<file path="config.mk">
export PLATFORM = sky130hd
export DESIGN_NAME = cnn_loader_top
export DESIGN_NICKNAME = d
export VERILOG_FILES = /design/src/cnn_geom_pkg.sv /design/src/cnn_ctrl_pkg.sv /design/src/beat_packer.sv /design/src/load_sequencer.sv /design/src/wgt_bank_ctrl.sv /design/src/wgt_read_seq.sv /design/src/cnn_loader_top.sv
export SDC_FILE = /design/constraint.sdc
export NUM_CORES = 1
export LEC_CHECK = 0
export ABC_AREA = 1
export ABC_CLOCK_PERIOD_IN_PS = 6500
export BUFFER_PORTS_ARGS = -buffer_cell sky130_fd_sc_hd__buf_4
export CORE_MARGIN = 2
export CORE_UTILIZATION = 55
export CTS_BUF_LIST = sky130_fd_sc_hd__clkbuf_4 sky130_fd_sc_hd__clkbuf_8
export DETAILED_ROUTE_END_ITERATION = 8
export PLACE_DENSITY = 0.92
export SLEW_MARGIN = 0
export SYNTH_ARGS = -nofsm -noshare
export SYNTH_HDL_FRONTEND = slang
export SYNTH_SLANG_ARGS = --single-unit
</file>
<file path="constraint.sdc">
create_clock -name i_clk -period 6.5 [get_ports i_clk]
set_input_delay 0.975 -clock i_clk [delete_from_list [all_inputs] [get_ports i_clk]]
set_output_delay 0.975 -clock i_clk [all_outputs]
set_load 0.005 [all_outputs]
</file>
<file path="src/cnn_geom_pkg.sv">
// geometry package: element and beat widths, buffer word, address and count types
package cnn_geom_pkg;

	localparam int DATA_WIDTH     = 8;  // one pixel or weight element
	localparam int COLUMN_NUM     = 6;  // weight memory columns
	localparam int BEAT_WIDTH     = 16; // DMA word
	localparam int BEATS_PER_WORD = 3;

	localparam int WORD_WIDTH = DATA_WIDTH * COLUMN_NUM;

	typedef logic [BEAT_WIDTH-1:0] beat_t;

	// one image word or one weight row, beat 0 in the low bits
	typedef logic [WORD_WIDTH-1:0] buf_word_t;

	typedef logic [11:0] dma_addr_t;
	typedef logic [9:0]  imem_addr_t; // 1024 image words
	typedef logic [6:0]  wmem_addr_t; // rows per weight bank

	typedef logic [COLUMN_NUM-1:0] col_mask_t; // one-hot column write enable

	typedef logic [7:0] wgt_count_t;

endpackage

</file>
<file path="src/cnn_ctrl_pkg.sv">
// control package: load states, kernel modes and the last weight column per mode
package cnn_ctrl_pkg;

	typedef enum logic [1:0] {
		LD_IDLE,
		LD_IMAGE,  // image words into the image buffer
		LD_WEIGHT, // weight rows into the ping-pong banks
		LD_DRAIN   // wait for the consumer to free both banks
	} load_state_t;

	typedef enum logic [1:0] {
		MODE_3X3_QUAD = 2'b00,
		MODE_4X4      = 2'b01,
		MODE_5X5      = 2'b10,
		MODE_6X6      = 2'b11
	} kernel_mode_t;

	// one-hot of the column that ends a weight row
	function automatic cnn_geom_pkg::col_mask_t last_column(input kernel_mode_t mode);
		case (mode)
			MODE_4X4: last_column = cnn_geom_pkg::col_mask_t'(1) << 3;
			MODE_5X5: last_column = cnn_geom_pkg::col_mask_t'(1) << 4;
			default:  last_column = cnn_geom_pkg::col_mask_t'(1) << 5; // quad 3x3 uses all six
		endcase
	endfunction

endpackage

</file>
<file path="src/beat_packer.sv">
// beat packer: collects three DMA beats into one buffer word
module beat_packer (
	input  logic                    i_clk,
	input  logic                    i_rst,
	input  logic                    i_beat_vld,
	input  cnn_geom_pkg::beat_t     i_beat,
	output logic                    o_word_vld,
	output cnn_geom_pkg::buf_word_t o_word
);
	import cnn_geom_pkg::*;

	localparam int HELD_BITS = (BEATS_PER_WORD - 1) * BEAT_WIDTH;

	logic [1:0]           phase;
	logic [HELD_BITS-1:0] held; // earlier beats, oldest at the bottom
	logic                 last_beat;

	assign last_beat = i_beat_vld && (phase == 2'(BEATS_PER_WORD - 1));

	always_ff @(posedge i_clk or negedge i_rst) begin
		if (!i_rst) begin
			phase      <= 2'd0;
			o_word_vld <= 1'b0;
		end else begin
			o_word_vld <= last_beat;
			if (last_beat)
				phase <= 2'd0;
			else if (i_beat_vld)
				phase <= phase + 2'd1;
		end
	end

	always_ff @(posedge i_clk) begin
		if (last_beat)
			o_word <= {i_beat, held};
		else if (i_beat_vld)
			held <= {i_beat, held[HELD_BITS-1:BEAT_WIDTH]};
	end

	a_phase_range: assert property (@(posedge i_clk) disable iff (!i_rst)
		phase <= 2'(BEATS_PER_WORD - 1));

endmodule

</file>
<file path="src/load_sequencer.sv">
// load sequencer: DMA read issue, image and weight buffer writes, bank close and done
module load_sequencer #(
	parameter int BANK_ROWS = 128
) (
	input  logic                       i_clk,
	input  logic                       i_rst,
	input  logic                       i_start,
	input  cnn_ctrl_pkg::kernel_mode_t i_mode,
	input  cnn_geom_pkg::imem_addr_t   i_img_words,
	input  cnn_geom_pkg::wgt_count_t   i_wgt_rows,
	input  cnn_geom_pkg::dma_addr_t    i_img_base,
	input  cnn_geom_pkg::dma_addr_t    i_wgt_base,
	input  cnn_geom_pkg::beat_t        i_dma_rd_data,
	input  logic                       i_can_fill,
	input  logic                       i_drained,
	output logic                       o_dma_rd_en,
	output cnn_geom_pkg::dma_addr_t    o_dma_rd_addr,
	output logic                       o_img_wr_en,
	output cnn_geom_pkg::imem_addr_t   o_img_wr_addr,
	output cnn_geom_pkg::buf_word_t    o_img_wr_data,
	output cnn_geom_pkg::col_mask_t    o_wmem_wr_en,
	output cnn_geom_pkg::wmem_addr_t   o_wmem_wr_addr,
	output cnn_geom_pkg::buf_word_t    o_wmem_wr_data,
	output logic                       o_bank_filled,
	output cnn_geom_pkg::wgt_count_t   o_fill_rows,
	output logic                       o_done
);
	import cnn_geom_pkg::*;
	import cnn_ctrl_pkg::*;

	load_state_t state;
	logic [1:0]  rd_beat;      // beat within the word being read
	imem_addr_t  rd_words;
	col_mask_t   rd_col;
	wgt_count_t  rd_rows;
	wgt_count_t  rd_bank_rows;
	logic        closing;      // bank fully read, its last write still in flight
	logic        beat_vld;
	logic        word_vld;
	buf_word_t   word;
	imem_addr_t  wr_words;
	col_mask_t   wr_col;
	wmem_addr_t  wr_addr;
	wgt_count_t  wr_rows;
	col_mask_t   last_col;
	logic        word_end;
	logic        row_end;
	logic        img_sel;
	logic        wr_row_end;

	assign last_col = last_column(i_mode);
	assign word_end = o_dma_rd_en && (rd_beat == 2'(BEATS_PER_WORD - 1));
	assign row_end  = word_end && (rd_col == last_col);

	always_ff @(posedge i_clk or negedge i_rst) begin
		if (!i_rst) begin
			state         <= LD_IDLE;
			o_dma_rd_en   <= 1'b0;
			o_dma_rd_addr <= '0;
			rd_beat       <= 2'd0;
			rd_words      <= '0;
			rd_col        <= col_mask_t'(1);
			rd_rows       <= '0;
			rd_bank_rows  <= '0;
			closing       <= 1'b0;
			o_done        <= 1'b0;
		end else begin
			o_done <= 1'b0;
			if (o_dma_rd_en) begin
				rd_beat       <= word_end ? 2'd0 : rd_beat + 2'd1;
				o_dma_rd_addr <= o_dma_rd_addr + 1'b1;
			end
			if (o_bank_filled)
				closing <= 1'b0;
			case (state)
				LD_IDLE: if (i_start) begin
					state         <= LD_IMAGE;
					o_dma_rd_en   <= 1'b1;
					o_dma_rd_addr <= i_img_base;
					rd_words      <= '0;
					rd_col        <= col_mask_t'(1);
					rd_rows       <= '0;
					rd_bank_rows  <= '0;
					closing       <= 1'b0;
				end
				LD_IMAGE: if (word_end) begin
					rd_words <= rd_words + 1'b1;
					if (rd_words == i_img_words - 1'b1) begin
						state         <= LD_WEIGHT;
						o_dma_rd_addr <= i_wgt_base;
						o_dma_rd_en   <= i_can_fill;
					end
				end
				LD_WEIGHT: begin
					if (!o_dma_rd_en) begin
						o_dma_rd_en <= i_can_fill && !closing; // waiting at a row start
					end else if (word_end) begin
						rd_col <= (rd_col == last_col) ? col_mask_t'(1) : rd_col << 1;
						if (row_end) begin
							rd_rows <= rd_rows + 1'b1;
							if (rd_rows == i_wgt_rows - 1'b1) begin
								state       <= LD_DRAIN;
								o_dma_rd_en <= 1'b0;
							end else if (rd_bank_rows == wgt_count_t'(BANK_ROWS - 1)) begin
								closing      <= 1'b1;
								rd_bank_rows <= '0;
								o_dma_rd_en  <= 1'b0;
							end else begin
								rd_bank_rows <= rd_bank_rows + 1'b1;
								o_dma_rd_en  <= i_can_fill;
							end
						end
					end
				end
				LD_DRAIN: if (wr_rows == i_wgt_rows && i_drained) begin
					o_done <= 1'b1;
					state  <= LD_IDLE;
				end
				default: state <= LD_IDLE;
			endcase
		end
	end

	// read data comes back one cycle after the request
	always_ff @(posedge i_clk or negedge i_rst) begin
		if (!i_rst)
			beat_vld <= 1'b0;
		else
			beat_vld <= o_dma_rd_en;
	end

	beat_packer u_beat_packer (
		.i_clk      (i_clk),
		.i_rst      (i_rst),
		.i_beat_vld (beat_vld),
		.i_beat     (i_dma_rd_data),
		.o_word_vld (word_vld),
		.o_word     (word)
	);

	assign img_sel        = wr_words != i_img_words; // image words come first
	assign o_img_wr_en    = word_vld && img_sel;
	assign o_img_wr_addr  = wr_words;
	assign o_img_wr_data  = word;
	assign o_wmem_wr_en   = (word_vld && !img_sel) ? wr_col : '0;
	assign o_wmem_wr_addr = wr_addr;
	assign o_wmem_wr_data = word;
	assign wr_row_end     = word_vld && !img_sel && (wr_col == last_col);
	assign o_bank_filled  = wr_row_end && (wr_addr == wmem_addr_t'(BANK_ROWS - 1) ||
		wr_rows == i_wgt_rows - 1'b1);
	assign o_fill_rows    = wgt_count_t'(wr_addr) + 1'b1;

	always_ff @(posedge i_clk or negedge i_rst) begin
		if (!i_rst) begin
			wr_words <= '0;
			wr_col   <= col_mask_t'(1);
			wr_addr  <= '0;
			wr_rows  <= '0;
		end else if (state == LD_IDLE && i_start) begin
			wr_words <= '0;
			wr_col   <= col_mask_t'(1);
			wr_addr  <= '0;
			wr_rows  <= '0;
		end else if (o_img_wr_en) begin
			wr_words <= wr_words + 1'b1;
		end else if (wr_row_end) begin
			wr_col  <= col_mask_t'(1);
			wr_rows <= wr_rows + 1'b1;
			wr_addr <= o_bank_filled ? '0 : wr_addr + 1'b1;
		end else if (|o_wmem_wr_en) begin
			wr_col <= wr_col << 1;
		end
	end

	a_one_buffer: assert property (@(posedge i_clk) disable iff (!i_rst)
		!(o_img_wr_en && (|o_wmem_wr_en)));

endmodule

</file>
<file path="src/wgt_bank_ctrl.sv">
// weight bank control: ping-pong full flags, fill and read pointers, rows per bank
module wgt_bank_ctrl (
	input  logic                     i_clk,
	input  logic                     i_rst,
	input  logic                     i_bank_filled,
	input  cnn_geom_pkg::wgt_count_t i_fill_rows,
	input  logic                     i_release,
	output logic                     o_can_fill,
	output logic                     o_fill_bank,
	output logic                     o_rd_ready,
	output logic                     o_rd_bank,
	output cnn_geom_pkg::wgt_count_t o_rd_rows,
	output logic                     o_drained,
	output logic [1:0]               o_bank_state
);
	import cnn_geom_pkg::*;

	logic [1:0] full;
	logic       fill_ptr;
	logic       rd_ptr;
	wgt_count_t rows [2];

	always_ff @(posedge i_clk or negedge i_rst) begin
		if (!i_rst) begin
			full     <= 2'b00;
			fill_ptr <= 1'b0;
			rd_ptr   <= 1'b0;
		end else begin
			if (i_bank_filled) begin
				full[fill_ptr] <= 1'b1;
				fill_ptr       <= !fill_ptr;
			end
			if (i_release) begin // never the bank being filled
				full[rd_ptr] <= 1'b0;
				rd_ptr       <= !rd_ptr;
			end
		end
	end

	always_ff @(posedge i_clk) begin
		if (i_bank_filled)
			rows[fill_ptr] <= i_fill_rows;
	end

	assign o_can_fill   = !full[fill_ptr];
	assign o_fill_bank  = fill_ptr;
	assign o_rd_ready   = full[rd_ptr];
	assign o_rd_bank    = rd_ptr;
	assign o_rd_rows    = rows[rd_ptr];
	assign o_drained    = !(|full);
	assign o_bank_state = full;

	a_fill_empty: assert property (@(posedge i_clk) disable iff (!i_rst)
		i_bank_filled |-> !full[fill_ptr]);

	a_release_full: assert property (@(posedge i_clk) disable iff (!i_rst)
		i_release |-> full[rd_ptr]);

endmodule

</file>
<file path="src/wgt_read_seq.sv">
// weight read sequencer: update strobe, read address walk and bank release
module wgt_read_seq (
	input  logic                     i_clk,
	input  logic                     i_rst,
	input  logic                     i_rd_ready,
	input  cnn_geom_pkg::wgt_count_t i_rd_rows,
	input  logic                     i_rd_step,
	output logic                     o_update_wgt,
	output cnn_geom_pkg::wmem_addr_t o_wmem_rd_addr,
	output logic                     o_rd_bank_out,
	output logic                     o_release
);
	import cnn_geom_pkg::*;

	logic       active; // a bank is held by the compute array
	wgt_count_t last_addr;

	assign last_addr = i_rd_rows - wgt_count_t'(1);

	always_ff @(posedge i_clk or negedge i_rst) begin
		if (!i_rst) begin
			active         <= 1'b0;
			o_update_wgt   <= 1'b0;
			o_wmem_rd_addr <= '0;
			o_rd_bank_out  <= 1'b0;
			o_release      <= 1'b0;
		end else begin
			o_update_wgt <= 1'b0;
			o_release    <= 1'b0;
			if (o_release) begin
				// bank flag clears on this same edge
				active        <= 1'b0;
				o_rd_bank_out <= !o_rd_bank_out;
			end else if (!active) begin
				if (i_rd_ready) begin
					active         <= 1'b1;
					o_update_wgt   <= 1'b1;
					o_wmem_rd_addr <= '0;
				end
			end else if (i_rd_step) begin
				if (wgt_count_t'(o_wmem_rd_addr) == last_addr) begin
					o_release      <= 1'b1; // last row read
					o_wmem_rd_addr <= '0;
				end else begin
					o_wmem_rd_addr <= o_wmem_rd_addr + 1'b1;
				end
			end
		end
	end

endmodule

</file>
<file path="src/cnn_loader_top.sv">
// loader top: load sequencer, weight bank control and weight read sequencer
module cnn_loader_top #(
	parameter int BANK_ROWS = 128
) (
	input  logic                       i_clk,
	input  logic                       i_rst,
	input  logic                       i_start,
	input  cnn_ctrl_pkg::kernel_mode_t i_mode,
	input  cnn_geom_pkg::imem_addr_t   i_img_words,
	input  cnn_geom_pkg::wgt_count_t   i_wgt_rows,
	input  cnn_geom_pkg::dma_addr_t    i_img_base,
	input  cnn_geom_pkg::dma_addr_t    i_wgt_base,
	input  cnn_geom_pkg::beat_t        i_dma_rd_data,
	input  logic                       i_rd_step,
	output logic                       o_dma_rd_en,
	output cnn_geom_pkg::dma_addr_t    o_dma_rd_addr,
	output logic                       o_img_wr_en,
	output cnn_geom_pkg::imem_addr_t   o_img_wr_addr,
	output cnn_geom_pkg::buf_word_t    o_img_wr_data,
	output cnn_geom_pkg::col_mask_t    o_wmem_wr_en,
	output cnn_geom_pkg::wmem_addr_t   o_wmem_wr_addr,
	output cnn_geom_pkg::buf_word_t    o_wmem_wr_data,
	output logic                       o_update_wgt,
	output cnn_geom_pkg::wmem_addr_t   o_wmem_rd_addr,
	output logic                       o_rd_bank,
	output logic                       o_done,
	output logic [1:0]                 o_bank_state
);
	import cnn_geom_pkg::*;

	logic       bank_filled;
	wgt_count_t fill_rows;
	logic       can_fill;
	logic       fill_bank;
	logic       drained;
	logic       rd_ready;
	logic       buf_rd_bank; // read pointer inside the bank control
	wgt_count_t rd_rows;
	logic       release_bank;

	load_sequencer #(
		.BANK_ROWS (BANK_ROWS)
	) u_load_sequencer (
		.i_clk          (i_clk),
		.i_rst          (i_rst),
		.i_start        (i_start),
		.i_mode         (i_mode),
		.i_img_words    (i_img_words),
		.i_wgt_rows     (i_wgt_rows),
		.i_img_base     (i_img_base),
		.i_wgt_base     (i_wgt_base),
		.i_dma_rd_data  (i_dma_rd_data),
		.i_can_fill     (can_fill),
		.i_drained      (drained),
		.o_dma_rd_en    (o_dma_rd_en),
		.o_dma_rd_addr  (o_dma_rd_addr),
		.o_img_wr_en    (o_img_wr_en),
		.o_img_wr_addr  (o_img_wr_addr),
		.o_img_wr_data  (o_img_wr_data),
		.o_wmem_wr_en   (o_wmem_wr_en),
		.o_wmem_wr_addr (o_wmem_wr_addr),
		.o_wmem_wr_data (o_wmem_wr_data),
		.o_bank_filled  (bank_filled),
		.o_fill_rows    (fill_rows),
		.o_done         (o_done)
	);

	wgt_bank_ctrl u_wgt_bank_ctrl (
		.i_clk         (i_clk),
		.i_rst         (i_rst),
		.i_bank_filled (bank_filled),
		.i_fill_rows   (fill_rows),
		.i_release     (release_bank),
		.o_can_fill    (can_fill),
		.o_fill_bank   (fill_bank),
		.o_rd_ready    (rd_ready),
		.o_rd_bank     (buf_rd_bank),
		.o_rd_rows     (rd_rows),
		.o_drained     (drained),
		.o_bank_state  (o_bank_state)
	);

	wgt_read_seq u_wgt_read_seq (
		.i_clk          (i_clk),
		.i_rst          (i_rst),
		.i_rd_ready     (rd_ready),
		.i_rd_rows      (rd_rows),
		.i_rd_step      (i_rd_step),
		.o_update_wgt   (o_update_wgt),
		.o_wmem_rd_addr (o_wmem_rd_addr),
		.o_rd_bank_out  (o_rd_bank),
		.o_release      (release_bank)
	);

	// consumer and buffer agree on which bank is being read
	a_rd_bank_match: assert property (@(posedge i_clk) disable iff (!i_rst)
		o_update_wgt |-> (o_rd_bank == buf_rd_bank));

	// filling never targets the bank the consumer holds
	a_fill_not_read: assert property (@(posedge i_clk) disable iff (!i_rst)
		(bank_filled && rd_ready) |-> (fill_bank != buf_rd_bank));

endmodule

</file>
**Word level (Yosys, flattened, before mapping)**

Memory sizes are Yosys's and may differ from the RTL's.
Index checks and enable logic that the tools add are counted.

- Flip-flop bits (word level): 181
- Word-level logic and storage cells: 215
- Memory bits (writable): 16
- Input port bits: 64
- Output and inout port bits: 145
- Memories: 1

- Mux-type cells: 95
- Bitwise logic cells: 5
- Reduce and logical (&&, ||, !) cells: 41
- Magnitude comparators: 4
- Equality and inequality tests: 28
- Add/sub/neg operators: 14

Memory list:

| memory | depth | width | read ports | clocked after Yosys merged registers in | wr ports | RTL line | source |
|---|---|---|---|---|---|---|---|
| u_wgt_bank_ctrl.rows | 2 | 8 | 1 | 0 | 1 | wgt_bank_ctrl.sv:21 | `wgt_count_t rows [2];` |

Operators with widths:

| cell | number |
|---|---|
| $mux W8 | 12 |
| $mux W7 | 8 |
| $mux W6 | 9 |
| $mux W12 | 4 |
| $mux W10 | 4 |
| $mux W1 | 34 |
| $pmux W8 S2 | 2 |
| $mux W2 | 13 |
| $add A8 B1 Y8 const B | 3 |
| $eq A8 B8 Y1 | 3 |
| $pmux W12 S2 | 1 |
| $pmux W6 S2 | 2 |
| $add A10 B1 Y10 const B | 2 |
| $pmux W10 S2 | 1 |
| $ne A2 B1 Y1 const B | 8 |
| $sub A8 B1 Y8 const B | 2 |
| $add A7 B1 Y7 const B | 2 |
| $add A12 B1 Y12 const B | 1 |
| $eq A6 B6 Y1 | 2 |
| $logic_and A1 B1 Y1 | 12 |
| $reduce_bool A2 Y1 | 6 |
| $eq A10 B10 Y1 | 1 |
| $eq A2 B2 Y1 const B | 5 |
| $ne A10 B10 Y1 | 1 |
| 30 further kinds | 49 |

**Depth between registers and ports, before layout**

Gate-level depths: netlist (run 1).

- Depth in word-level cells: 12
- Depth in mapped cells: 16
- Gate-level depth less buffers: 16

**Hierarchy**

Synthesis (run 1) repeated with hierarchy kept, for this count alone.

- Cell total of the unflattened synthesis: 1200
- Area total of the unflattened synthesis: 10356.2 um^2

By module, submodules not included:

| module | area an instance (um^2) | sequential area each (um^2) | cells each | times used |
|---|---|---|---|---|
| load_sequencer | 6213.5 | 2079.5 | 910 | 1 |
| beat_packer | 2529.9 | 2477.4 | 95 | 1 |
| wgt_read_seq | 810.8 | 275.3 | 128 | 1 |
| wgt_bank_ctrl | 802.0 | 580.6 | 67 | 1 |

**Worst setup path before layout (run 1)**

OpenSTA, ideal clock, no wires.

- Kind: flip-flop to flip-flop
- From: register u_load_sequencer.beat_vld
- To: register u_load_sequencer.u_beat_packer.o_word[0] (enable)
- Arrival time: 2.492 ns
- Required time: 6.045 ns
- Path slack: 3.554 ns
- Clock period less this slack: 2.946 ns
- Buffers on the path: 0
- Stages on the path, launching flop included: 3
- Library setup time: 0.455 ns
- Path through: dfrtp_1 > nand2_1 > nor2_1

- Cells in the longest elaborated chain, start to end: 1

Ends and longest elaborated chain:

| what | RTL line | source |
|---|---|---|
| start: declaration | load_sequencer.sv:38 | `logic beat_vld;` |
| start signal: assignment | load_sequencer.sv:129 | `beat_vld <= o_dma_rd_en;` |
| $logic_and A1 B1 Y1 | beat_packer.sv:18 | `assign last_beat = i_beat_vld && (phase == 2'(BEATS_PER_WORD - 1));` |
| via u_load_sequencer.u_beat_packer.last_beat | beat_packer.sv:16 | `logic last_beat;` |
| end signal: assignment | beat_packer.sv:35 | `o_word <= {i_beat, held};` |
| end: declaration | beat_packer.sv:8 | `output cnn_geom_pkg::buf_word_t o_word` |

The timed path passes the listed nets, and every way through them passes these cells.
A chain may end at the register's enable or synchronous reset.

**Worst setup path after layout (run 1)**

- From: input i_img_words[8]
- To: output o_wmem_wr_en[1]

- Cells in the longest elaborated chain, start to end: 4

Ends and longest elaborated chain:

| what | RTL line | source |
|---|---|---|
| start: declaration | cnn_loader_top.sv:9 | `input cnn_geom_pkg::imem_addr_t i_img_words,` |
| $ne A10 B10 Y1 | load_sequencer.sv:141 | `assign img_sel = wr_words != i_img_words;` |
| $logic_not A1 Y1 | load_sequencer.sv:145 | `assign o_wmem_wr_en = (word_vld && !img_sel) ? wr_col : '0;` |
| $logic_and A1 B1 Y1 | load_sequencer.sv:145 |  |
| $mux W6 | load_sequencer.sv:145 |  |
| end: declaration | cnn_loader_top.sv:20 | `output cnn_geom_pkg::col_mask_t o_wmem_wr_en,` |

Every way passes these cells.

==> results.md, run 1 <==
Status:
- The run finished with clean final reports.

GRT:
- The number of global-route vias before repair is 8020.
- Summed over all layers, the global routing overflow is 0.
- The initial antenna violation count is 0.
- Entering global routing, the biggest net connects 86 pins.
- The first global-routing pass estimated 37500 µm of wire.
- In the global route stage, overall resource usage came out at 0.235.

Detailed routing:
- The first-pass iteration count of the detailed router is 6.
- The wire length on met3 is 1450 µm.
- The ratio of routed vias to standard cells is 5.28.
- In the final routing, the length of wire on met1 measures 9430 µm.
- The highest metal layer carrying signal wires in the routed design is met4.
- Summing over every cut layer, the via total after detailed routing is 8303.
- In the final routed layout, each cell accounts on average for 14.8 µm.
- After detailed routing, the number of remaining DRC violations is 0.
- The met2 layer wire length in the routed design is 12000 µm.
- The violation count after the first detailed-route iteration is 704.
- The number of nets still failing antenna checks after routing is 0.
- Summed over all layers, the routed wires come to 23200 µm.

Layout:
- The finished layout cell area is 12200 µm².
- The fraction of layout instances using a drive strength above 1 is 0.212.
- The number of diodes is 0.
- In the final design database the tool counted 1407 nets.
- Compared with the post-synthesis result, the final layout area differs by 18.2%.

Critical path:
- STA classifies the critical path startpoint as an input port.
- The end point of the critical path is o_wmem_wr_en[1].
- The origin of the worst setup path is i_img_words[8].
- The arrival time at the worst endpoint is 2.32 ns.
- The cell type of the slowest stage on the worst timing path is sky130_fd_sc_hd__nand3_2.
- The top cell family by delay on the critical path is simple AND/OR/NAND/NOR gates.
- For this run, the slowest stage of the critical path takes 0.24 ns.
- The dominant cell type by count on the critical path is sky130_fd_sc_hd__buf_4.
- STA classifies the critical path endpoint as an output pin.
- The worst-case reg-to-reg path depth is 11.
- The startpoint identified for the worst register-to-register timing path is u_load_sequencer.state[1].
- Walking the worst path, the cells encountered are buf_4 -> xor2_1 -> nor3_1 -> nand2_1 -> nor2_2 -> nand3_2 -> nor2_1 -> buf_4.
- The total stage count of the critical path is 8.
- The worst flop-to-flop path endpoint is u_load_sequencer.rd_words[9].
- The type of the worst setup path is in -> out.
- The biggest fanout along the worst timing path is 7.
- The required time of the worst setup path is 5.52 ns.
- The critical path buffer and inverter count is 2.
- For flop-to-flop paths, the worst setup slack is 3.80 ns.

Placed design:
- The count of buffers added on input and output ports is 208.
- The sum of net half-perimeters after detailed placement is 17600 µm.
- At the end of routability-driven placement, the weighted congestion stood at 0.966.
- The post-placement cell area is 11700 µm².

Die:
- The initialized floorplan defines 50 standard-cell rows.
- The floorplan step defined a die boundary enclosing 19800 µm².
- The area of the core is 18500 µm².
- From bottom edge to top edge, the die measures 141 µm.
- The die is 141 µm wide.
- The effective utilization at floorplan is 0.555.
- The top-level port count is 209.

Power and ir drop:
- The total power draw is 4.38 mW.
- In this run the static leakage power is 5.76 nW.
- The power density relative to cell area is 360 nW/µm².
- VDD sags by at most 204 µV.

Timing:
- The post-layout minimum cycle time is 3.29 ns.
- The part of the cycle the worst path needs is 0.506.
- Static timing analysis puts the maximum clock frequency at 0.304 GHz.
- The final hold violation count is 0.
- Setup violations remaining at the end of the flow were counted as 0.
- The total count of max-transition violations in the final report is 0.
- Setup repair after global routing left no endpoint under its margin.
- The clock tree skew after final layout is 0.0232 ns.
- Setup total negative slack on the finished layout was measured at 0 ns.
- At the pin with the least slew margin, the transition time is 1.09 ns.
- Measured against its own limit, the worst slew margin works out to 0.271.

Synthesis:
- The proportion of netlist area held by the largest area contributor is 0.280.
- In the post-synthesis netlist, the biggest area contributors are sky130_fd_sc_hd__edfxtp_1, sky130_fd_sc_hd__dfrtp_1, sky130_fd_sc_hd__nand2_1.
- The largest area contributor in the netlist is sky130_fd_sc_hd__edfxtp_1.
- The Yosys step of the flow raised 0 warnings.
- The share of flip-flops with an asynchronous set or reset after synthesis is 0.513.
- The number of flops mapped to enable cells by yosys is 96.
- In this run, distinct cell masters in the synthesized netlist total 48.
- The sequential share of the synthesized area is 0.526.
- The most instantiated library cell after synthesis is sky130_fd_sc_hd__nand2_1.
- The top flip-flop cell by instance count after synthesis is sky130_fd_sc_hd__dfrtp_1.
- The mean post-synth cell area is 8.91 µm².
- After synthesis the netlist holds a flip-flop and latch count of 197.
- The post-synth net total is 1236.
- In this run the cell area of the synthesized design comes to 10300 µm².
- By count the netlist is led by sky130_fd_sc_hd__nand2_1, sky130_fd_sc_hd__inv_1, sky130_fd_sc_hd__nor2_1, sky130_fd_sc_hd__dfrtp_1, sky130_fd_sc_hd__nand3_1.
- The post-synthesis cell count is 1154.

Clocking:
- The number of hold buffers added after cts is 0.
- CTS built an H-tree with a depth of 4.
- TritonCTS built the clock tree.
- The post-CTS repair timing setup buffer count is 0.
- Buffers inserted during clock tree synthesis total 17.
- Clock tree synthesis selected as its root buffer the cell sky130_fd_sc_hd__clkbuf_8.
- The clock latency on the worst-skew pair is 0.49 ns.
- The clock passes through at most 2 buffers.
- The TritonCTS sink count is 197.
- The number of gates resized after CTS was 0.
- The clock transition at the registers of the reported paths is 0.12 ns.

Min path:
- The kind of path behind the tightest hold check is in -> async.

Job:
- The number of max-cap violations is 0.
power breakdown:
group | total, mW | switching, mW | internal (mW)
registers | 2.01 | 0.270 | 1.74
logic | 1.58 | 0.910 | 0.667
clock network | 0.792 | 0.498 | 0.295
total | 4.38 | 1.68 | 2.70
layout make-up:
class                           instances  area [µm²]
Fill cell                            1471        6360
Sequential cell                       197        5410
Multi-Input combinational cell        737        3850
Timing Repair Buffer                  211        1580
Inverter                              161         606
Tap cell                              234         293
Clock buffer                           17         234
Clock inverter                         15         175
per-layer routing:
layer  global-route usage  vias up
met5                    0        -
met2                0.428      298
met3               0.0482       35
met4               0.0695        0
met1                0.281     3889
li1                     -     4081
layout by cell type (no fill, tap or decap), drive strengths merged, types with 2 or more instances in the layout:
cell / n
edfxtp: 96
nor3b: 4
nand4: 24
dfrtp: 99
nor3: 27
xnor2: 14
o21bai: 2
buf: 211
inv: 167
o21ai: 57
o31ai: 3
a21boi: 2
o22ai: 10
dfstp: 2
nor4: 2
clkbuf: 17
a21oi: 31
xor2: 43
or2: 3
o211ai: 5
o21a: 4
clkinv: 8
nand2: 266
ha: 18
nor2: 112
nand3: 103
flip-flops by register name, indices dropped and copies added, names as in the netlist, 8 cells and up:
register / count
u_load_sequencer.u_beat_packer.o_word: 48
u_load_sequencer.wr_rows: 8
u_load_sequencer.u_beat_packer.held: 32
u_load_sequencer.rd_bank_rows: 8
u_load_sequencer.rd_rows: 8
u_load_sequencer.rd_words: 10
u_load_sequencer.o_img_wr_addr: 10
u_load_sequencer.o_dma_rd_addr: 12
u_wgt_bank_ctrl.rows: 16
through the flow:
stage	util	hold slack, ns	setup slack [ns]	instances
2_1_floorplan	-	0.400	3.55	1154
3_3_place_gp	0.634	0.401	3.24	1540
3_5_place_dp	0.634	0.405	3.23	1540
4_1_cts	0.656	0.317	3.23	1572
5_1_grt	0.656	0.324	3.11	1572
6_report	0.656	0.333	3.21	1572
cells by family after synthesis:
family / Yosys count / share of synthesized area
AOI/OAI and AO/OA: 116 / 0.0645
xor gates and xnor gates: 58 / 0.0507
adders and majority gates: 18 / 0.0219
buffers and inverters: 220 / 0.100
DFF: 197 / 0.526
muxes: 1 / 0.000973
and+or+nand+nor: 544 / 0.235
how the worst min path moves through the flow:
stage | slack [ns] | end | cells past startpoint | startpoint
floorplan | 0.40 | u_load_sequencer.u_beat_packer.o_word[0] | 0 | u_load_sequencer.u_beat_packer.held[0]
global placement | 0.40 | u_load_sequencer.u_beat_packer.o_word[6] | 0 | u_load_sequencer.u_beat_packer.held[6]
detailed placement | 0.41 | u_load_sequencer.u_beat_packer.o_word[14] | 0 | u_load_sequencer.u_beat_packer.held[14]
CTS | 0.32 | u_wgt_read_seq.o_wmem_rd_addr[3] | 1 | i_rst
global route | 0.32 | u_wgt_read_seq.o_wmem_rd_addr[3] | 1 | i_rst
finish | 0.33 | u_wgt_read_seq.o_wmem_rd_addr[3] | 1 | i_rst
Power figures use the tool's default switching activity.
==> run 2: changes to the inputs <==
--- a/config.mk
+++ b/config.mk
@@ -6,7 +6,7 @@
 export NUM_CORES = 1
 export LEC_CHECK = 0
 export ABC_AREA = 1
-export ABC_CLOCK_PERIOD_IN_PS = 6500
+export ABC_CLOCK_PERIOD_IN_PS = 3330
 export BUFFER_PORTS_ARGS = -buffer_cell sky130_fd_sc_hd__buf_4
 export CORE_MARGIN = 2
 export CORE_UTILIZATION = 55
==> constraint.sdc (replaced) <==
create_clock -name i_clk -period 3.33 [get_ports i_clk]
set_input_delay 0.4995 -clock i_clk [delete_from_list [all_inputs] [get_ports i_clk]]
set_output_delay 0.4995 -clock i_clk [all_outputs]
set_load 0.005 [all_outputs]
==> results.md, run 2 (synthesized netlist as in run 1, its figures left out) <==
Status:
- The run finished with clean final reports.

Detailed routing:
- For this run, the detailed router's first-pass iteration total came to 6.
- The routed layout has 8413 vias.
- After detailed routing, the number of remaining DRC violations is 0.
- After detailed routing, the total wire length is 23800 µm.
- The violation count after the first detailed-route iteration is 728.
- The count of nets left with antenna violations once routing finished came out at 0.
- After detailed routing, the number of vias per cell comes to 5.33.
- Dividing the detail-routed wire length by the instance count gives 15.1 µm.

Clocking:
- The total CTS buffers is 17.
- The clock transition at the registers of the reported paths is 0.11 ns.
- The TritonCTS sink count is 197.
- The number of H-tree levels is 4.
- The number of hold buffers added after cts is 0.
- The clock passes through at most 2 buffers.
- TritonCTS built the clock tree.
- The clock root buffer master is sky130_fd_sc_hd__clkbuf_8.
- After clock tree synthesis, the repair step resized 0 gates.
- Buffers added to address setup during post-CTS repair amount to 0.
- The clock latency on the worst-skew pair is 0.47 ns.

Critical path:
- In this run the critical register-to-register path is captured at u_load_sequencer.rd_words[9].
- Counting stages on the worst path, the most repeated cell is sky130_fd_sc_hd__nor2_1.
- The reg2reg setup slack is 0.82 ns.
- The worst setup path is launched from a flip-flop.
- On the worst path, the slowest cell contributes a delay of 0.46 ns.
- The worst-case reg-to-reg path depth is 11.
- Among all stages on the critical path, the largest delay is contributed by sky130_fd_sc_hd__dfrtp_1.
- The critical path buffer and inverter count is 2.
- The critical path is of the reg -> out type.
- The required time of the worst setup path is 2.83 ns.
- In this run the critical register-to-register path is launched from u_load_sequencer.state[1].
- Data arrives at the worst endpoint at 2.16 ns.
- Traced cell by cell, the critical path runs through inv_1 -> nor2_1 -> nor3_1 -> nand2_1 -> nor2_2 -> nand3_2 -> nor2_1 -> buf_4.
- The kind of end point of the critical path is an output pin.
- The biggest fanout along the worst timing path is 7.
- The kind of cell with the highest combined delay along the critical path is simple AND/OR/NAND/NOR gates.

Die:
- Pin placement for this block handled 209 I/O pins.
- The floorplan die width is 141 µm.
- The die span in y is 141 µm.
- The total die area is 19800 µm².
- The initial utilization of the core area, before any placement, comes to 0.555.
- The cell row count is 50.
- The area of the core is 18500 µm².

Layout:
- The flip-flop count of the largest register after layout is 48.
- The net count of the finished layout is 1413.
- The library cell used most frequently in the layout, excluding fill and tap cells, is sky130_fd_sc_hd__nand2_1.
- The fraction of layout instances using a drive strength above 1 is 0.216.
- The number of diodes is 0.
- The area overhead of the layout relative to synthesis is 18.7%.
- In the final layout, the registers with the most flip-flops are u_load_sequencer.u_beat_packer.o_word (48), u_load_sequencer.u_beat_packer.held (32), u_wgt_bank_ctrl.rows (16).
- The layout has 1494 filler cells.
- The register with the most flip-flops is u_load_sequencer.u_beat_packer.o_word.
- Once layout is complete, the utilization of the core stands at 0.659.
- The library cells used most frequently in the layout, excluding fill and tap cells, are sky130_fd_sc_hd__nand2_1, sky130_fd_sc_hd__buf_4, sky130_fd_sc_hd__inv_1, sky130_fd_sc_hd__nor2_1.

GRT:
- The first global-routing pass estimated 38500 µm of wire.
- The number of global-route vias before repair was 8022.
- The initial antenna violation count is 0.
- Entering global routing, the biggest net connects 55 pins.
- The total global-route track usage is 0.241.
- For this run the aggregate overflow at the end of global routing stands at 0.

Timing:
- Setup total negative slack on the finished layout was measured at 0 ns.
- In this run the tightest slew margin relative to its limit is 0.449.
- The final hold violation count came to 0.
- Setup repair after global routing left no endpoint under its margin.
- The total of endpoints with negative setup slack in the final report is 0.
- Based on the critical path, the design can be clocked at up to 0.377 GHz.
- The total count of max-transition violations in the final report is 0.
- The post-layout minimum cycle time is 2.65 ns.
- The clock tree skew after final layout is 0.0234 ns.
- At the pin with the least slew margin, the transition time is 0.824 ns.
- The worst-case hold slack is 0.0377 ns.
- Dividing the final minimum period by the clock period gives 0.797.

Min path:
- The kind of path behind the tightest hold check is in -> async.

Power and ir drop:
- The power density relative to cell area is 710 nW/µm².
- The cell leakage power is 5.79 nW.
- The peak supply drop is 396 µV.

Placed design:
- The global placer's final weighted congestion is 0.899.
- Input and output buffers added on the ports amount to 208.
- Summed over all nets, the half-perimeter wirelength after detailed placement is 18000 µm.

Job:
- The number of max-cap violations is 0.
[run 2: cell type report]
class                      count  area [µm²]  area share
clock inverter                15         183      0.0150
timing repair buffer         217        1630       0.133
inverter                     161         606      0.0496
sequential                   197        5410       0.443
multi-input combinational    737        3850       0.315
tap                          234         293      0.0240
clock buffer                  17         234      0.0192
[run 2: worst max path at each step]
stage,startpoint,end,slack [ns],cells past startpoint
after floorplan,u_load_sequencer.beat_vld,u_load_sequencer.u_beat_packer.o_word[0],0.38,2
after global placement,i_wgt_rows[0],u_wgt_bank_ctrl.rows[0][2],0.79,13
after detailed placement,i_wgt_rows[0],u_wgt_bank_ctrl.rows[0][1],0.70,13
after CTS,u_load_sequencer.o_img_wr_addr[6],o_wmem_wr_en[4],0.64,8
after global routing,u_load_sequencer.o_img_wr_addr[6],o_wmem_wr_en[4],0.51,8
final,u_load_sequencer.o_img_wr_addr[6],o_wmem_wr_en[1],0.68,8
[run 2: metal layers]
| metal | global-route usage | routed length [µm] | up-vias |
|---|---|---|---|
| li1 | - | - | 4080 |
| met2 | 0.440 | 12400 | 352 |
| met1 | 0.296 | 9540 | 3951 |
| met3 | 0.0431 | 1560 | 30 |
| met5 | 0 | 0 | - |
| met4 | 0.0647 | 373 | 0 |
[run 2: metrics by stage]
step / cells / power [mW] / worst slack, ns / cell area (µm²)
floorplan: 1154 / 5.87 / 0.384 / 10300
global placement: 1546 / 6.90 / 0.794 / 11800
detailed placement: 1546 / 7.08 / 0.701 / 11800
CTS: 1578 / 8.70 / 0.643 / 12200
global route: 1578 / 9.21 / 0.514 / 12200
finish: 1578 / 8.66 / 0.675 / 12200
[run 2: where the power goes]
group          leakage, nW  switching [mW]  internal, mW
registers             2.25           0.502          3.39
clock network        0.208           0.903         0.702
logic                 3.33            1.83          1.33
==> run 3: changes to the inputs <==
--- a/config.mk
+++ b/config.mk
@@ -6,13 +6,13 @@
 export NUM_CORES = 1
 export LEC_CHECK = 0
 export ABC_AREA = 1
-export ABC_CLOCK_PERIOD_IN_PS = 3330
+export ABC_CLOCK_PERIOD_IN_PS = 2420
 export BUFFER_PORTS_ARGS = -buffer_cell sky130_fd_sc_hd__buf_4
 export CORE_MARGIN = 2
-export CORE_UTILIZATION = 55
+export CORE_UTILIZATION = 52
 export CTS_BUF_LIST = sky130_fd_sc_hd__clkbuf_4 sky130_fd_sc_hd__clkbuf_8
 export DETAILED_ROUTE_END_ITERATION = 8
-export PLACE_DENSITY = 0.92
+export PLACE_DENSITY = 0.91
 export SLEW_MARGIN = 0
 export SYNTH_ARGS = -nofsm -noshare
 export SYNTH_HDL_FRONTEND = slang
==> constraint.sdc (replaced) <==
create_clock -name i_clk -period 2.42 [get_ports i_clk]
set_input_delay 0.363 -clock i_clk [delete_from_list [all_inputs] [get_ports i_clk]]
set_output_delay 0.363 -clock i_clk [all_outputs]
set_load 0.005 [all_outputs]
==> results.md, run 3 (synthesized netlist as in run 1, its figures left out) <==
Status:
- The flow ran to the end, and the final reports show no timing, DRC or antenna violations.

Critical path:
- The setup path with the least slack is of type reg -> out.
- The required time of the worst setup path is 2.06 ns.
- The worst register-to-register path begins at u_load_sequencer.o_img_wr_addr[7].
- For the worst setup path, the data arrival time is 1.97 ns.
- The kind of end point of the critical path is an output pin.
- The biggest fanout along the worst timing path is 6.
- Setup slack on the worst reg-to-reg path comes out at 0.20 ns.
- Measured in cells, the most critical reg-to-reg path has a length of 9.
- The category of the worst setup path launch point is a flip-flop.
- The worst flop-to-flop path endpoint is u_wgt_bank_ctrl.rows[1][7].

GRT:
- The pin count of the biggest net entering global routing is 42.
- The leftover overflow at the end of global routing is 0.
- The total global-route track usage is 0.226.
- The initial antenna violation count came to 0.
- The wire length of the first global-routing pass is 36900 µm.
- The number of global-route vias before repair is 7898.

Timing:
- Of the available clock period, the critical path in the final layout requires 0.965.
- Timing would allow up to 0.428 GHz.
- Setup violations remaining at the end of the flow were counted as 0.
- The clock tree skew after final layout is 0.0218 ns.
- The final hold violation count is 0.
- Once routing completed, OpenROAD measured the worst setup slack at 0.0853 ns.
- At the pin with the least slew margin, the transition time is 0.594 ns.
- The post-layout minimum cycle time is 2.33 ns.
- The total count of max-transition violations in the final report is 0.
- Setup repair after global routing could not meet its margin everywhere.
- Headroom to the max-slew limit came out at 0.601.

Layout:
- The number of diodes is 0.
- The area overhead of the layout relative to synthesis is 20.7%.
- The most common cell after layout, fill and taps aside is sky130_fd_sc_hd__nand2_1.
- In the layout the commonest cells are sky130_fd_sc_hd__nand2_1, sky130_fd_sc_hd__buf_4, sky130_fd_sc_hd__inv_1, sky130_fd_sc_hd__nand3_1, sky130_fd_sc_hd__nor2_1.
- The fraction of layout instances using a drive strength above 1 is 0.229.
- The finished layout cell area is 12400 µm².
- The filler cell count in the final layout is 1538.
- The number of nets in the layout is 1429.
- The register with the most flip-flops in the layout has 48 of them.
- In the final layout, the registers with the most flip-flops are u_load_sequencer.u_beat_packer.o_word (48), u_load_sequencer.u_beat_packer.held (32), u_wgt_bank_ctrl.rows (16).
- The register with the most flip-flops is u_load_sequencer.u_beat_packer.o_word.

Detailed routing:
- The detailed router finished its first iteration with 678 violations.
- Wires add up to 23600 µm.
- The ratio of routed vias to standard cells is 5.16.
- The detail route stage leaves a number of antenna-violating nets equal to 0.
- After detailed routing, the average wire length per cell comes to 14.5 µm.
- Across all layers, the routed design uses 8380 vias.
- The post-detailed-route DRC marker count is 0.
- The first TritonRoute pass finished after 7 iterations.

Die:
- The die span in y is 145 µm.
- The die covers 20900 µm².
- The effective utilization at floorplan is 0.528.
- The area of the core is 19500 µm².
- The floorplan has 51 rows.
- 209 I/O pins were placed.
- From left edge to right edge, the die measures 145 µm.

Clocking:
- The H-tree was split into 4 levels.
- The clock transition at the registers of the reported paths is 0.11 ns.
- The clock passes through at most 2 buffers.
- At the later pin of the worst-skew pair, clock insertion delay measures 0.49 ns.
- The cell sitting at the root of the clock tree is a sky130_fd_sc_hd__clkbuf_8.
- The CTS tree is done.
- The total CTS buffers is 17.
- The TritonCTS sink count is 197.

Power and ir drop:
- The power density relative to cell area is 958 nW/µm².
- In this run the static leakage power is 5.87 nW.
- The total power draw is 11.9 mW.
- The peak supply drop is 520 µV.

Min path:
- The sink of the worst hold path is u_load_sequencer.u_beat_packer.o_word[40].
- The kind of path behind the tightest hold check is in -> reg.
- The launch instance of the worst min-delay path is i_dma_rd_data[8].
- Along the worst hold path, the cell count comes to 1.

Placed design:
- The post-placement cell area is 11900 µm².
- Summed over all nets, the half-perimeter wirelength after detailed placement is 18200 µm.
- The global placer's final weighted congestion is 0.952.
- The count of input and output buffers is 208.
- Timing analysis after detailed placement gives a worst setup slack of 0.0673 ns.

Job:
- The number of max-cap violations is 0.
## run 3: per-stage QoR
step | instances | utilization | TNS, ns | hold WS, ns
2_1_floorplan | 1154 | - | 0 | 0.0674
3_3_place_gp | 1588 | 0.613 | 0 | 0.381
3_5_place_dp | 1588 | 0.613 | 0 | 0.391
4_1_cts | 1621 | 0.635 | 0 | 0.0390
5_1_grt | 1625 | 0.638 | -0.142 | 0.0368
6_report | 1625 | 0.638 | 0 | 0.0623
## run 3: per-layer routing
metal  track usage  vias up  part of all wire
li1              -     4128                 -
met1         0.261     3893              0.39
met2         0.415      324              0.52
met3        0.0421       35             0.067
met4        0.0833        0             0.022
met5             0        -                 0
## run 3: final cells by class
type	count	area [µm²]	area share
Sequential cell	197	5420	0.436
Multi-Input combinational cell	737	3880	0.312
Timing Repair Buffer	233	1780	0.143
Inverter	161	606	0.0488
Tap cell	265	332	0.0267
Clock buffer	17	234	0.0188
Clock inverter	15	179	0.0144
## run 3: worst max-delay path, cell delays in order, from the launching register on
cell                      delay, ns
sky130_fd_sc_hd__dfrtp_1       0.46
sky130_fd_sc_hd__xor2_1        0.16
sky130_fd_sc_hd__nor3_1        0.14
sky130_fd_sc_hd__nand2_1       0.12
sky130_fd_sc_hd__nor2_4        0.18
sky130_fd_sc_hd__nand2_1       0.08
sky130_fd_sc_hd__nand2_2       0.12
sky130_fd_sc_hd__inv_1         0.10
sky130_fd_sc_hd__buf_4         0.14
## run 3: where the power goes
group	internal (mW)	total [mW]	switching [mW]	leakage, nW
combinational	1.93	4.46	2.53	3.42
sequential	4.66	5.33	0.664	2.25
clock	0.790	2.11	1.32	0.205
## run 3: worst max path at each step
stage,startpoint,to,slack (ns),cells past startpoint
after floorplan,u_load_sequencer.beat_vld,u_load_sequencer.u_beat_packer.o_word[0],0.28,2
after global placement,i_wgt_rows[0],u_wgt_bank_ctrl.rows[0][2],0.14,13
after detailed placement,i_wgt_rows[0],u_wgt_bank_ctrl.rows[1][5],0.07,13
after CTS,u_load_sequencer.o_img_wr_addr[6],o_img_wr_en,0.001,9
after global routing,u_load_sequencer.o_img_wr_addr[6],o_img_wr_en,-0.07,9
final,u_load_sequencer.o_img_wr_addr[7],o_img_wr_en,0.09,8
## run 3: repair_timing
action                                  4_1_cts  5_1_grt
endpoints found under the setup margin        3       13
hold buffers                                  1        0
setup buffers                                 0        4
gates resized for setup                       2        8
pin swaps                                     0        1
endpoints found under the hold margin        37        0
